==> src/hdl/uart_rx_pkg.sv <==
// Shared types and constants for the UART receiver; referenced by scoped name
`default_nettype none

package uart_rx_pkg;

  // ------------------------------------------------------------
  // Oversampling and FIFO sizing
  // ------------------------------------------------------------
  localparam int OVERSAMPLE       = 16;   // Baud ticks per bit
  localparam int MID_TICK         = 7;    // Sample point inside a bit
  localparam int RX_FIFO_DEPTH    = 16;
  localparam int RX_FIFO_AW       = 4;    // log2 of the depth
  localparam int BREAK_RESET_LOAD = 176;  // Break counter value out of reset

  // Word length select, LCR[1:0] encoding
  typedef enum logic [1:0] {
    wls_5bits = 2'b00,
    wls_6bits = 2'b01,
    wls_7bits = 2'b10,
    wls_8bits = 2'b11
  } wls_t;

  // Line control fields used by the receive path
  typedef struct packed {
    wls_t wls;
    logic stb;           // 1 or 2 stop bits, only changes break length
    logic pen;           // Parity enable
    logic eps;           // Even parity select
    logic stick_parity;
  } lcr_t;

  typedef struct packed {
    lcr_t        lcr;
    logic [15:0] divisor;  // Divisor latch
  } csr_t;

  // One received character with its error flags
  typedef struct packed {
    logic [7:0] d;   // Right aligned, unused upper bits zero
    logic       pe;  // Parity error
    logic       fe;  // Framing error
    logic       bi;  // Break
  } rx_d_t;

  typedef enum logic [2:0] {
    ST_IDLE, ST_START, ST_BYTE, ST_PARITY, ST_STOP
  } rx_state_t;

endpackage

`default_nettype wire
==> src/hdl/uart_rx_top.sv <==
// UART receive path top level; baud generator, receiver and FIFO joined
`timescale 1ns/1ps
`default_nettype none

module uart_rx_top (
  input  wire logic              clk_i,
  input  wire logic              rst_ni,
  input  uart_rx_pkg::csr_t      csr_i,
  input  wire logic              sin_i,
  input  wire logic              rx_pop_i,
  input  wire logic              fifo_clr_i,
  output uart_rx_pkg::rx_d_t     rx_q_o,
  output logic                   rx_empty_o,
  output logic                   overrun_o,
  output logic                   break_o
);

  logic               baudout;  // 16x bit rate strobe
  logic               rx_push;
  uart_rx_pkg::rx_d_t rx_d;     // Character from the receiver

  uart_baud_gen uart_baud_gen_inst (
    .clk_i     (clk_i),
    .rst_ni    (rst_ni),
    .csr_i     (csr_i),
    .baudout_o (baudout)
  );

  uart_rx uart_rx_inst (
    .clk_i     (clk_i),
    .rst_ni    (rst_ni),
    .baudout_i (baudout),
    .csr_i     (csr_i),
    .sin_i     (sin_i),
    .push_o    (rx_push),
    .q_o       (rx_d),
    .break_o   (break_o)
  );

  // No back-pressure, a full FIFO drops the character
  uart_rx_fifo uart_rx_fifo_inst (
    .clk_i     (clk_i),
    .rst_ni    (rst_ni),
    .push_i    (rx_push),
    .d_i       (rx_d),
    .pop_i     (rx_pop_i),
    .clr_i     (fifo_clr_i),
    .q_o       (rx_q_o),
    .empty_o   (rx_empty_o),
    .overrun_o (overrun_o)
  );

endmodule

`default_nettype wire

==> src/hdl/uart_rx_fifo.sv <==
// Show-ahead receive FIFO for characters and flags, with a sticky overrun flag
`timescale 1ns/1ps
`default_nettype none

module uart_rx_fifo (
  input  wire logic              clk_i,
  input  wire logic              rst_ni,
  input  wire logic              push_i,
  input  uart_rx_pkg::rx_d_t     d_i,
  input  wire logic              pop_i,
  input  wire logic              clr_i,
  output uart_rx_pkg::rx_d_t     q_o,
  output logic                   empty_o,
  output logic                   overrun_o
);

  localparam int AW = uart_rx_pkg::RX_FIFO_AW;

  uart_rx_pkg::rx_d_t mem_q [uart_rx_pkg::RX_FIFO_DEPTH];

  logic [AW-1:0] wr_ptr_q;
  logic [AW-1:0] rd_ptr_q;
  logic [AW:0]   count_q;   // One extra bit to tell full from empty
  logic          full;
  logic          do_push;
  logic          do_pop;

  assign empty_o = (count_q == '0);
  assign full    = (count_q == (AW+1)'(uart_rx_pkg::RX_FIFO_DEPTH));
  assign do_pop  = pop_i & ~empty_o;            // Pop on empty is ignored
  assign do_push = push_i & (~full | do_pop);  // Room freed by a pop this cycle

  // ------------------------------------------------------------
  // Pointers, count and overrun
  // ------------------------------------------------------------
  always_ff @(posedge clk_i or negedge rst_ni)
    if (!rst_ni)
    begin
      wr_ptr_q  <= '0;
      rd_ptr_q  <= '0;
      count_q   <= '0;
      overrun_o <= 1'b0;
    end
    else if (clr_i)
    begin
      wr_ptr_q  <= '0;
      rd_ptr_q  <= '0;
      count_q   <= '0;
      overrun_o <= 1'b0;
    end
    else
    begin
      if (do_push) wr_ptr_q <= wr_ptr_q + AW'(1);
      if (do_pop)  rd_ptr_q <= rd_ptr_q + AW'(1);

      case ({do_push, do_pop})
        2'b10:   count_q <= count_q + (AW+1)'(1);
        2'b01:   count_q <= count_q - (AW+1)'(1);
        default: count_q <= count_q;
      endcase

      if (push_i && !do_push) overrun_o <= 1'b1;  // Character lost, sticky
    end

  // Storage
  always_ff @(posedge clk_i)
    if (do_push && !clr_i) mem_q[wr_ptr_q] <= d_i;

  assign q_o = mem_q[rd_ptr_q];  // Head shown ahead

endmodule

`default_nettype wire

==> src/hdl/uart_rx.sv <==
// Serial receiver; oversamples the line, checks parity and stop, detects break
`timescale 1ns/1ps
`default_nettype none

module uart_rx (
  input  wire logic              clk_i,
  input  wire logic              rst_ni,
  input  wire logic              baudout_i,
  input  uart_rx_pkg::csr_t      csr_i,
  input  wire logic              sin_i,
  output logic                   push_o,
  output uart_rx_pkg::rx_d_t     q_o,
  output logic                   break_o
);

  localparam logic [3:0] TICK_MID  = 4'(uart_rx_pkg::MID_TICK);
  localparam logic [3:0] TICK_LAST = 4'(uart_rx_pkg::OVERSAMPLE - 1);

  uart_rx_pkg::rx_state_t state_q;

  logic [1:0] sync_q;       // Two-flop synchronizer, idle high
  logic       line_s;       // Synchronized line
  logic       line_tick_q;  // Line value at the previous baud tick
  logic       fall_tick;
  logic [3:0] cnt_q;        // Tick within the current bit
  logic       at_mid;
  logic       at_last;
  logic [2:0] bitcnt_q;     // Data bits left minus one
  logic [7:0] shift_q;
  logic       pe_q;
  logic       fe_q;
  logic       bi_q;
  logic       push_q;
  logic       brk_wait_q;   // Low stop bit seen, waiting for line high or break
  logic       pe_calc;
  logic [7:0] break_load;
  logic [7:0] break_cnt_q;

  // ------------------------------------------------------------
  // Line input
  // ------------------------------------------------------------
  always_ff @(posedge clk_i or negedge rst_ni)
    if (!rst_ni)
    begin
      sync_q      <= 2'b11;
      line_tick_q <= 1'b1;
    end
    else
    begin
      sync_q <= {sync_q[0], sin_i};
      if (baudout_i) line_tick_q <= line_s;
    end

  assign line_s    = sync_q[1];
  assign fall_tick = line_tick_q & ~line_s;  // High to low between two ticks

  assign at_mid  = (cnt_q == TICK_MID);
  assign at_last = (cnt_q == TICK_LAST);

  // Expected parity, data bits above the word length read as zero
  always_comb
    if (csr_i.lcr.stick_parity) pe_calc = line_s ^ ~csr_i.lcr.eps;  // Bit must be ~eps
    else if (csr_i.lcr.eps)     pe_calc = ^{line_s, shift_q};       // Even
    else                        pe_calc = ~^{line_s, shift_q};      // Odd

  // ------------------------------------------------------------
  // Receive FSM
  // ------------------------------------------------------------
  always_ff @(posedge clk_i or negedge rst_ni)
    if (!rst_ni)
    begin
      state_q    <= uart_rx_pkg::ST_IDLE;
      cnt_q      <= '0;
      bitcnt_q   <= '0;
      pe_q       <= 1'b0;
      fe_q       <= 1'b0;
      bi_q       <= 1'b0;
      push_q     <= 1'b0;
      brk_wait_q <= 1'b0;
    end
    else
    begin
      push_q <= 1'b0;

      if (brk_wait_q)
      begin
        // Hold the character until the line recovers or a break is declared
        if (line_s || break_o)
        begin
          push_q     <= 1'b1;
          bi_q       <= break_o;
          brk_wait_q <= 1'b0;
          state_q    <= uart_rx_pkg::ST_IDLE;
        end
      end
      else if (baudout_i)
      begin
        cnt_q <= cnt_q + 4'd1;  // Wraps into tick 0 of the next bit

        case (state_q)
          uart_rx_pkg::ST_IDLE:
            if (fall_tick)
            begin
              state_q <= uart_rx_pkg::ST_START;
              cnt_q   <= 4'd1;  // Edge tick is tick 0
            end

          uart_rx_pkg::ST_START:
            if (at_mid && line_s)
              state_q <= uart_rx_pkg::ST_IDLE;  // Spike, not a start bit
            else if (at_last)
            begin
              state_q  <= uart_rx_pkg::ST_BYTE;
              bitcnt_q <= {1'b1, csr_i.lcr.wls};  // 4..7 for 5..8 bits
              pe_q     <= 1'b0;
              fe_q     <= 1'b0;
              bi_q     <= 1'b0;
            end

          uart_rx_pkg::ST_BYTE:
            if (at_last)
            begin
              if (bitcnt_q == 3'd0)
                state_q <= csr_i.lcr.pen ? uart_rx_pkg::ST_PARITY : uart_rx_pkg::ST_STOP;
              bitcnt_q <= bitcnt_q - 3'd1;
            end

          uart_rx_pkg::ST_PARITY:
            if (at_mid)       pe_q    <= pe_calc;
            else if (at_last) state_q <= uart_rx_pkg::ST_STOP;

          uart_rx_pkg::ST_STOP:
            if (at_mid)
            begin
              fe_q <= ~line_s;
              if (line_s)
              begin
                push_q  <= 1'b1;  // Normal stop, push right away
                bi_q    <= break_o;
                state_q <= uart_rx_pkg::ST_IDLE;
              end
              else
                brk_wait_q <= 1'b1;
            end

          default: state_q <= uart_rx_pkg::ST_IDLE;
        endcase
      end
    end

  // Data shift register, LSB first into the top of the word
  always_ff @(posedge clk_i)
    if (baudout_i && at_mid && state_q == uart_rx_pkg::ST_BYTE)
      case (csr_i.lcr.wls)
        uart_rx_pkg::wls_5bits: shift_q <= {3'h0, line_s, shift_q[4:1]};
        uart_rx_pkg::wls_6bits: shift_q <= {2'h0, line_s, shift_q[5:1]};
        uart_rx_pkg::wls_7bits: shift_q <= {1'h0, line_s, shift_q[6:1]};
        default:                shift_q <= {line_s, shift_q[7:1]};
      endcase

  assign push_o = push_q;
  assign q_o.d  = shift_q;
  assign q_o.pe = pe_q;
  assign q_o.fe = fe_q;
  assign q_o.bi = bi_q;

  // ------------------------------------------------------------
  // Break detection
  // ------------------------------------------------------------
  // Frame length in ticks, start + data + parity + stop
  always_comb
  begin
    break_load = 8'(uart_rx_pkg::BREAK_RESET_LOAD);
    case ({csr_i.lcr.pen, csr_i.lcr.stb, csr_i.lcr.wls})
      {2'b00, uart_rx_pkg::wls_5bits}: break_load = 8'd112;
      {2'b00, uart_rx_pkg::wls_6bits}: break_load = 8'd128;
      {2'b00, uart_rx_pkg::wls_7bits}: break_load = 8'd144;
      {2'b00, uart_rx_pkg::wls_8bits}: break_load = 8'd160;  // 8N1
      {2'b01, uart_rx_pkg::wls_5bits}: break_load = 8'd120;  // 1.5 stop bits
      {2'b01, uart_rx_pkg::wls_6bits}: break_load = 8'd144;
      {2'b01, uart_rx_pkg::wls_7bits}: break_load = 8'd160;
      {2'b01, uart_rx_pkg::wls_8bits}: break_load = 8'd176;
      {2'b10, uart_rx_pkg::wls_5bits}: break_load = 8'd128;
      {2'b10, uart_rx_pkg::wls_6bits}: break_load = 8'd144;
      {2'b10, uart_rx_pkg::wls_7bits}: break_load = 8'd160;
      {2'b10, uart_rx_pkg::wls_8bits}: break_load = 8'd176;
      {2'b11, uart_rx_pkg::wls_5bits}: break_load = 8'd136;
      {2'b11, uart_rx_pkg::wls_6bits}: break_load = 8'd160;
      {2'b11, uart_rx_pkg::wls_7bits}: break_load = 8'd176;
      {2'b11, uart_rx_pkg::wls_8bits}: break_load = 8'd192;
    endcase
  end

  always_ff @(posedge clk_i or negedge rst_ni)
    if (!rst_ni)                        break_cnt_q <= 8'(uart_rx_pkg::BREAK_RESET_LOAD);
    else if (line_s)                    break_cnt_q <= break_load;  // Reload while idle high
    else if (baudout_i && |break_cnt_q) break_cnt_q <= break_cnt_q - 8'd1;

  assign break_o = ~|break_cnt_q;  // Line low for a full frame

endmodule

`default_nettype wire

==> src/hdl/uart_baud_gen.sv <==
// 16x baud strobe generator; pulses baudout_o once every divisor clocks
`timescale 1ns/1ps
`default_nettype none

module uart_baud_gen (
  input  wire logic              clk_i,
  input  wire logic              rst_ni,
  input  uart_rx_pkg::csr_t      csr_i,
  output logic                   baudout_o
);

  logic [15:0] cnt_q;   // Clocks left until the next strobe
  logic        expire;

  assign expire = (cnt_q <= 16'd1);  // Also true right after reset or a zero divisor

  always_ff @(posedge clk_i or negedge rst_ni)
    if (!rst_ni)
    begin
      cnt_q     <= '0;
      baudout_o <= 1'b0;
    end
    else if (csr_i.divisor == 16'd0)
    begin
      cnt_q     <= '0;            // Divisor of zero halts the strobe
      baudout_o <= 1'b0;
    end
    else
    begin
      baudout_o <= expire;
      cnt_q     <= expire ? csr_i.divisor : cnt_q - 16'd1;  // New divisor used on reload
    end

endmodule

`default_nettype wire

==> config.mk <==
export PLATFORM = sky130hd
export DESIGN_NAME = uart_rx_top
export DESIGN_NICKNAME = d
export VERILOG_FILES = /design/src/hdl/uart_rx_pkg.sv /design/src/hdl/uart_rx_top.sv /design/src/hdl/uart_rx_fifo.sv /design/src/hdl/uart_rx.sv /design/src/hdl/uart_baud_gen.sv
export SDC_FILE = /design/constraint.sdc
export NUM_CORES = 1
export LEC_CHECK = 0
export BUFFER_PORTS_ARGS = -buffer_cell sky130_fd_sc_hd__buf_2
export CAP_MARGIN = 20
export CORE_MARGIN = 2
export CORE_UTILIZATION = 43
export DETAILED_ROUTE_END_ITERATION = 10
export GPL_TIMING_DRIVEN = 0
export HOLD_SLACK_MARGIN = 0.05
export SYNTH_ARGS = -nofsm -noshare
export SYNTH_HDL_FRONTEND = slang
export SYNTH_SLANG_ARGS = --single-unit
export TNS_END_PERCENT = 5
==> constraint.sdc <==
create_clock -name clk_i -period 3.1 [get_ports clk_i]
set_input_delay 0.775 -clock clk_i [delete_from_list [all_inputs] [get_ports clk_i]]
set_output_delay 0.775 -clock clk_i [all_outputs]
set_load 0.01 [all_outputs]
# [After elaboration in Yosys (flattened, before gate mapping)]
# Memories as Yosys holds them, arrays and structs flattened.
# Index checks and enable logic that the tools add are counted.
[word_totals] latchBits=0 regBits=65 n_memories=2 output_inout_bits=14 ram_bits=176 rom_bits=80 in_bits=27 word_cells=162
[memory_table] name="uart_rx_fifo_inst.mem_q" depth=16 width=11 read_ports=1 rd_ports_with_merged_regs=0 write_ports=1 line_no="uart_rx_fifo.sv:19" rtl="uart_rx_pkg::rx_d_t mem_q [uart_rx_pkg::RX_FIFO_DEPTH];"
[memory_table] name="(no name shown)" depth=16 width=5 read_ports=1 rd_ports_with_merged_regs=0 write_ports=0 line_no="uart_rx.sv:174" rtl="case ({csr_i.lcr.pen, csr_i.lcr.stb, csr_i.lcr.wls})"
[op_classes] eq_ne=27 shift=0 multipliers=0 muxes=62 bitwise=10 n_lt_le_gt_ge=1 n_reduce_logical=34 n_addsub=8 div_mod_pow=0
[ops] operator="2-to-1 mux 3 bit" n=16
[ops] operator="2-to-1 mux 16 bit" n=2
[ops] operator="2-to-1 mux 1 bit" n=28
[ops] operator="2-to-1 mux 4 bit" n=6
[ops] operator="case mux 8 bit (3 select lines)" n=1
[ops] operator="!= test 3 x 1 -> 1 bit (second input constant)" n=7
[ops] operator="AND reduction 6 bit" n=3
[ops] operator="<= comparator 16 x 1 -> 1 bit (second input constant)" n=1
[ops] operator="logical NOT 16 bit" n=1
[ops] operator="2-to-1 mux 8 bit" n=2
[ops] operator="nonzero test 2 bit" n=8
[ops] operator="subtractor 16 x 1 -> 16 bit (second input constant)" n=1
[ops] operator="case mux 3 bit (5 select lines)" n=1
[ops] operator="adder 4 x 1 -> 4 bit (second input constant)" n=3
[ops] operator="case mux 5 bit (2 select lines)" n=1
[ops] operator="AND reduction 10 bit" n=1
[ops] operator="XNOR reduction 9 bit" n=1
[ops] operator="parity 9 bit" n=1
[ops] operator="!= test 2 x 1 -> 1 bit (second input constant)" n=4
[ops] operator="OR reduction 8 bit" n=1
[ops] operator="subtractor 8 x 1 -> 8 bit (second input constant)" n=1
[ops] operator="AND reduction 7 bit" n=1
[ops] operator="== test 3 x 2 -> 1 bit (second input constant)" n=2
[ops] operator="logical AND 1 bit" n=6
[ops] operator="other kinds (28)" n=43

# [Logic depth before layout (Yosys ltp)]
[logic_depth] depth_word=9 ltp_mapped=11 ltp_nobuf=10

# [Modules after synthesis]
# A second synthesis with hierarchy kept.
[unflattened] cells_unflattened=683 area_unflattened_um2=10819.1
[modules_own_cells] module="uart_rx_fifo" seq_area_each_um2=5635.4 cells_per_inst=367 instances=1 area_per_inst_um2=7698.6
[modules_own_cells] module="uart_rx" seq_area_each_um2=898.4 cells_per_inst=214 instances=1 area_per_inst_um2=2094.5
[modules_own_cells] module="uart_baud_gen" seq_area_each_um2=425.4 cells_per_inst=102 instances=1 area_per_inst_um2=1026.0

# [Least setup slack after synthesis]
# OpenSTA, ideal clock, no wires.
[synth_timing] path_type="register to register" startpoint="reg uart_rx_fifo_inst.count_q[0]" endpoint="reg uart_rx_fifo_inst.count_q[4]" setup_time_ns=0.125 stages_incl_launch_ff=11 arrival_ns=2.638 period_less_slack_ns=2.762 required_time_ns=2.975 setup_slack_ns=0.338 path_buffers=1 path_cell_list="dfrtp_1 or4_1 clkbuf_1 o21ai_1 nor2_1 ha_1 nor2b_1 o21ai_0 a211oi_1 a31oi_1 mux2_2"
[synth_via] elab_chain_cells=8 elab_cells_between_ends=14 cone_classes="2 x add/sub; 3 x eq/ne; 2 x mux; 5 x bitwise; 2 x reduce/logical"
[synth_lines] element="from (decl)" line_no="uart_rx_fifo.sv:23" rtl="logic [AW:0] count_q;"
[synth_lines] element="from (signal assigned)" line_no="uart_rx_fifo.sv:57" rtl="2'b10: count_q <= count_q + (AW+1)'(1);"
[synth_lines] element="from (signal assigned)" line_no="uart_rx_fifo.sv:58" rtl="2'b01: count_q <= count_q - (AW+1)'(1);"
[synth_lines] element="from (signal assigned)" line_no="uart_rx_fifo.sv:59" rtl="default: count_q <= count_q;"
[synth_lines] element="logical NOT 5 bit" line_no="uart_rx_fifo.sv:28" rtl="assign empty_o = (count_q == '0);"
[synth_lines] element="inverter 1 bit" line_no="uart_rx_fifo.sv:30" rtl="assign do_pop = pop_i & ~empty_o;"
[synth_lines] element="bitwise AND 1 bit" line_no="uart_rx_fifo.sv:30"
[synth_lines] element="bitwise OR 1 bit" line_no="uart_rx_fifo.sv:31" rtl="assign do_push = push_i & (~full | do_pop);"
[synth_lines] element="bitwise AND 1 bit" line_no="uart_rx_fifo.sv:31"
[synth_lines] element="== test 2 x 1 -> 1 bit or == test 2 bit (tied branches)" line_no="uart_rx_fifo.sv:56" rtl="case ({do_push, do_pop})"
[synth_lines] element="case mux 5 bit (2 select lines)" line_no="uart_rx_fifo.sv:56"
[synth_lines] element="2-to-1 mux 5 bit" line_no="uart_rx_fifo.sv:44" rtl="else if (clr_i)"
# Parallel ways exist; a longest one is shown, timed or not.
# A chain may end at the register's enable or synchronous reset.

==> flow_summary.rst <==
.. list-table::
   :header-rows: 1

   * - Metric
     - Value
   * - Number of synthesis warnings
     - 0
   * - Register clock-pin slew on the reported worst setup and hold paths
     - 60 ps
   * - Flip-flop and latch count after synthesis
     - 241
   * - Final setup slack of the worst path
     - -120 ps
   * - Commonest non-fill, non-tap cell in the layout
     - edfxtp_1
   * - Async SR Flop Fraction
     - 0.237
   * - Unrepaired setup endpoints after global routing
     - true
   * - Nets@finish
     - 809
   * - Layout cell share with drive strength beyond 1
     - 0.241
   * - Post-layout total power
     - 8220 uW
   * - Clock insertion delay at the later pin of the skew report
     - 530 ps
   * - Post-detail-place hpwl
     - 15,100 microns
   * - Startpoint type of the worst setup path
     - flip-flop
   * - Proportion of synthesized chip area in sequential cells
     - 0.660
   * - Gr usage total
     - 0.177
   * - Ys flop type
     - edfxtp_1
   * - Yosys cell types
     - 59
   * - Slew Limit Headroom
     - 0.320
   * - Post-synthesis to final-layout area growth
     - 18.4%
   * - Sum of routed wire segments on met1
     - 9530 microns
   * - Data arrival time of the critical path
     - 2450 ps
   * - Synth area leader
     - edfxtp_1
   * - Total placed cells including tap cells
     - 1,046
   * - Number of inserted filler cells in the final layout
     - 1,956
   * - Worst-margin pin slew
     - 1020 ps
   * - Die Area
     - 25,800 sq um
   * - Clock buffers created by TritonCTS
     - 26
   * - Cell leakage power
     - 0.00452 uW
   * - Std-Cell Rows
     - 57
   * - Leading cell types in the layout, fill and taps excluded
     - edfxtp_1 (184), nor2_1 (61), mux4_2 (55)
   * - Violated checks
     - setup timing
   * - Total Wirelength
     - 22,200 microns
   * - Highest net fanout along the worst path
     - 9
   * - Initial antenna violation count
     - 0
   * - Highest metal layer with signal wires
     - met4
   * - P per Cell Area
     - 658 nW/um^2
   * - Number of cells on the worst reg-to-reg path
     - 10
   * - Sort of element at the end of the critical path
     - primary output
   * - DR iter-0 viols
     - 508
   * - Number of enable flip-flop cells after synthesis
     - 184
   * - Post-route DRC
     - 0
   * - Maximum number of pins on one net before global-route repair
     - 35
   * - Setup-violating endpoint count in the final report
     - 11
   * - Per-cell routed wire length
     - 20.1 microns
   * - Remaining number of nets flagged by the antenna check after routing
     - 0
   * - Routed wl met3
     - 1040 microns
   * - IO Pins
     - 41
   * - Routed met2 length
     - 11,100 microns
   * - Maximum count of clock buffers along a single path
     - 3
   * - Count of vias placed by the detailed router
     - 6,121
   * - Clock tree root buffer cell
     - clkbuf_16
   * - Peak supply drop
     - 0.463 mV
   * - Cell area after synthesis
     - 10,600 sq um
   * - Shortest clock period the worst path allows after layout
     - 3220 ps
   * - Worst Hold Class
     - in -> async
   * - Place WS
     - -408 ps
   * - Maxcap violations
     - 0
   * - Data required time of the worst path
     - 2320 ps
   * - Starting Density
     - 0.436
   * - Part of the cycle the worst path needs
     - 1.04
   * - Area inside the core boundary
     - 24,200 sq um
   * - Number of clock sinks
     - 241
   * - Die W
     - 161 microns
   * - Avg Vias per Cell
     - 5.55
   * - Mean Syn Cell Area
     - 15.6 sq um
   * - Post-synth top area share
     - 0.524
   * - Chip height
     - 161 microns
   * - Clock tree from TritonCTS
     - yes
   * - Post-Synthesis Cells
     - 675
   * - Vias in the first global route
     - 6,244
   * - Number of I/O port buffers
     - 37
   * - Count of TritonRoute iterations in the first routing pass
     - 4
   * - Ant diodes
     - 0
   * - Total overflow reported by the global router
     - 0
   * - Final-report max-slew violation count
     - 0
   * - Non-filler cells, final
     - 1,103
   * - Setup Skew
     - 8.81 ps
   * - Endpoints failing hold
     - 0
   * - Critical path start-end classification
     - reg -> out
   * - Synth area leaders
     - edfxtp_1 (52%), dfrtp_1 (12%), mux4_2 (12%)
   * - Run status
     - finished, violations left
   * - Synthesized netlist net count
     - 725
   * - First-pass GRT wire length
     - 35,300 microns
   * - Upper clock frequency limit
     - 311 MHz
   * - Clock H-tree levels
     - 1
   * - Final RePlAce weighted congestion
     - 0.831
state kept, by name (all words and copies together) (netlist names), 4 cells and up:
signal / cells
uart_rx_fifo_inst.mem_q: 176
uart_baud_gen_inst.cnt_q: 16
uart_rx_inst.break_cnt_q: 8
uart_rx_inst.shift_q: 8
uart_rx_fifo_inst.count_q: 5
uart_rx_fifo_inst.rd_ptr_q: 4
uart_rx_fifo_inst.wr_ptr_q: 4
uart_rx_inst.cnt_q: 4
worst paths after layout:
kind	from	endpoint	slack, ps
worst min-delay path	rst_ni	uart_baud_gen_inst.cnt_q[0]	240
worst max register to register	uart_rx_fifo_inst.count_q[0]	uart_rx_fifo_inst.count_q[4]	250
max in group asynchronous	rst_ni	uart_rx_inst.break_cnt_q[4]	2200
worst max-delay path	uart_rx_fifo_inst.rd_ptr_q[0]	rx_q_o[6]	-120
min in group clk_i	sin_i	uart_rx_inst.sync_q[0]	350
worst min register to register	uart_rx_inst.sync_q[0]	uart_rx_inst.sync_q[1]	360
per-stage QoR:
stage               area [sq um]  utilization  hold WS [ps]  TNS [ps]
global placement           11100        0.461           347    -34920
floorplan                  10600            -           345         0
finish                     12500        0.517           245     -1140
global route               12500        0.517           286     -1880
detailed placement         11300        0.467           350     -3770
CTS                        12400        0.513           263     -1310
synth_stat cells, drive strengths merged (6+ instances only):
cell type,number
o21ai,22
buf,10
clkbuf,21
inv,22
mux2i,9
nor4,11
xor2,18
a211oi,15
dfstp,6
mux4,55
ha,22
nor3,13
edfxtp,184
dfrtp,51
nand3,9
nor2,61
nand4,6
xnor2,17
nand2,40
nor2b,6
a21oi,15
worst max-delay path: stages, from the launching register on:
cell and delay (ps):
dfrtp_1 390, buf_12 170, buf_12 150, mux4_2 550
mux4_2 510, buf_6 140
cell families (layout without fill, tap and decap cells):
| group | after synthesis | count (layout) | share of synthesized area |
|---|---|---|---|
| XOR/XNOR | 35 | 35 | 0.0291 |
| adder cells (fa/ha/maj) | 23 | 23 | 0.0280 |
| flip-flops | 241 | 241 | 0.660 |
| AND/OR/NAND/NOR | 174 | 174 | 0.0808 |
| AO/OA/AOI/OAI | 83 | 83 | 0.0521 |
| multiplexers | 66 | 66 | 0.128 |
| buffers and inverters | 53 | 157 | 0.0221 |
per-layer routing:
layer / up-vias / global-route usage
met1: 3133 / 0.238
met4: 0 / 0.0516
li1: 2779 / -
met2: 172 / 0.302
met5: - / 0
met3: 37 / 0.0256
report_power, final:
| group | switching (uW) | internal (uW) |
|---|---|---|
| combinational | 581 | 681 |
| sequential | 131 | 3550 |
| clock | 1240 | 2030 |
| total | 1960 | 6260 |
area by class of cell:
cell class / instances / area, sq um / area share
inverter: 22 / 82.6 / 0.00661
sequential: 241 / 6960 / 0.557
buffer: 31 / 272 / 0.0217
tap: 324 / 405 / 0.0325
multi-input combinational: 381 / 3390 / 0.271
timing repair buffer: 56 / 460 / 0.0369
clock buffer: 32 / 704 / 0.0564
clock inverter: 16 / 218 / 0.0174
repair_timing:
item / in CTS / in global routing
hold buffers: 0 / 0
resized for setup: 40 / 9
cloned: 1 / 0
endpoints found under the setup margin: 11 / 13
buffers inserted: 4 / 0
Note: power is estimated with default switching activity, not from simulation.
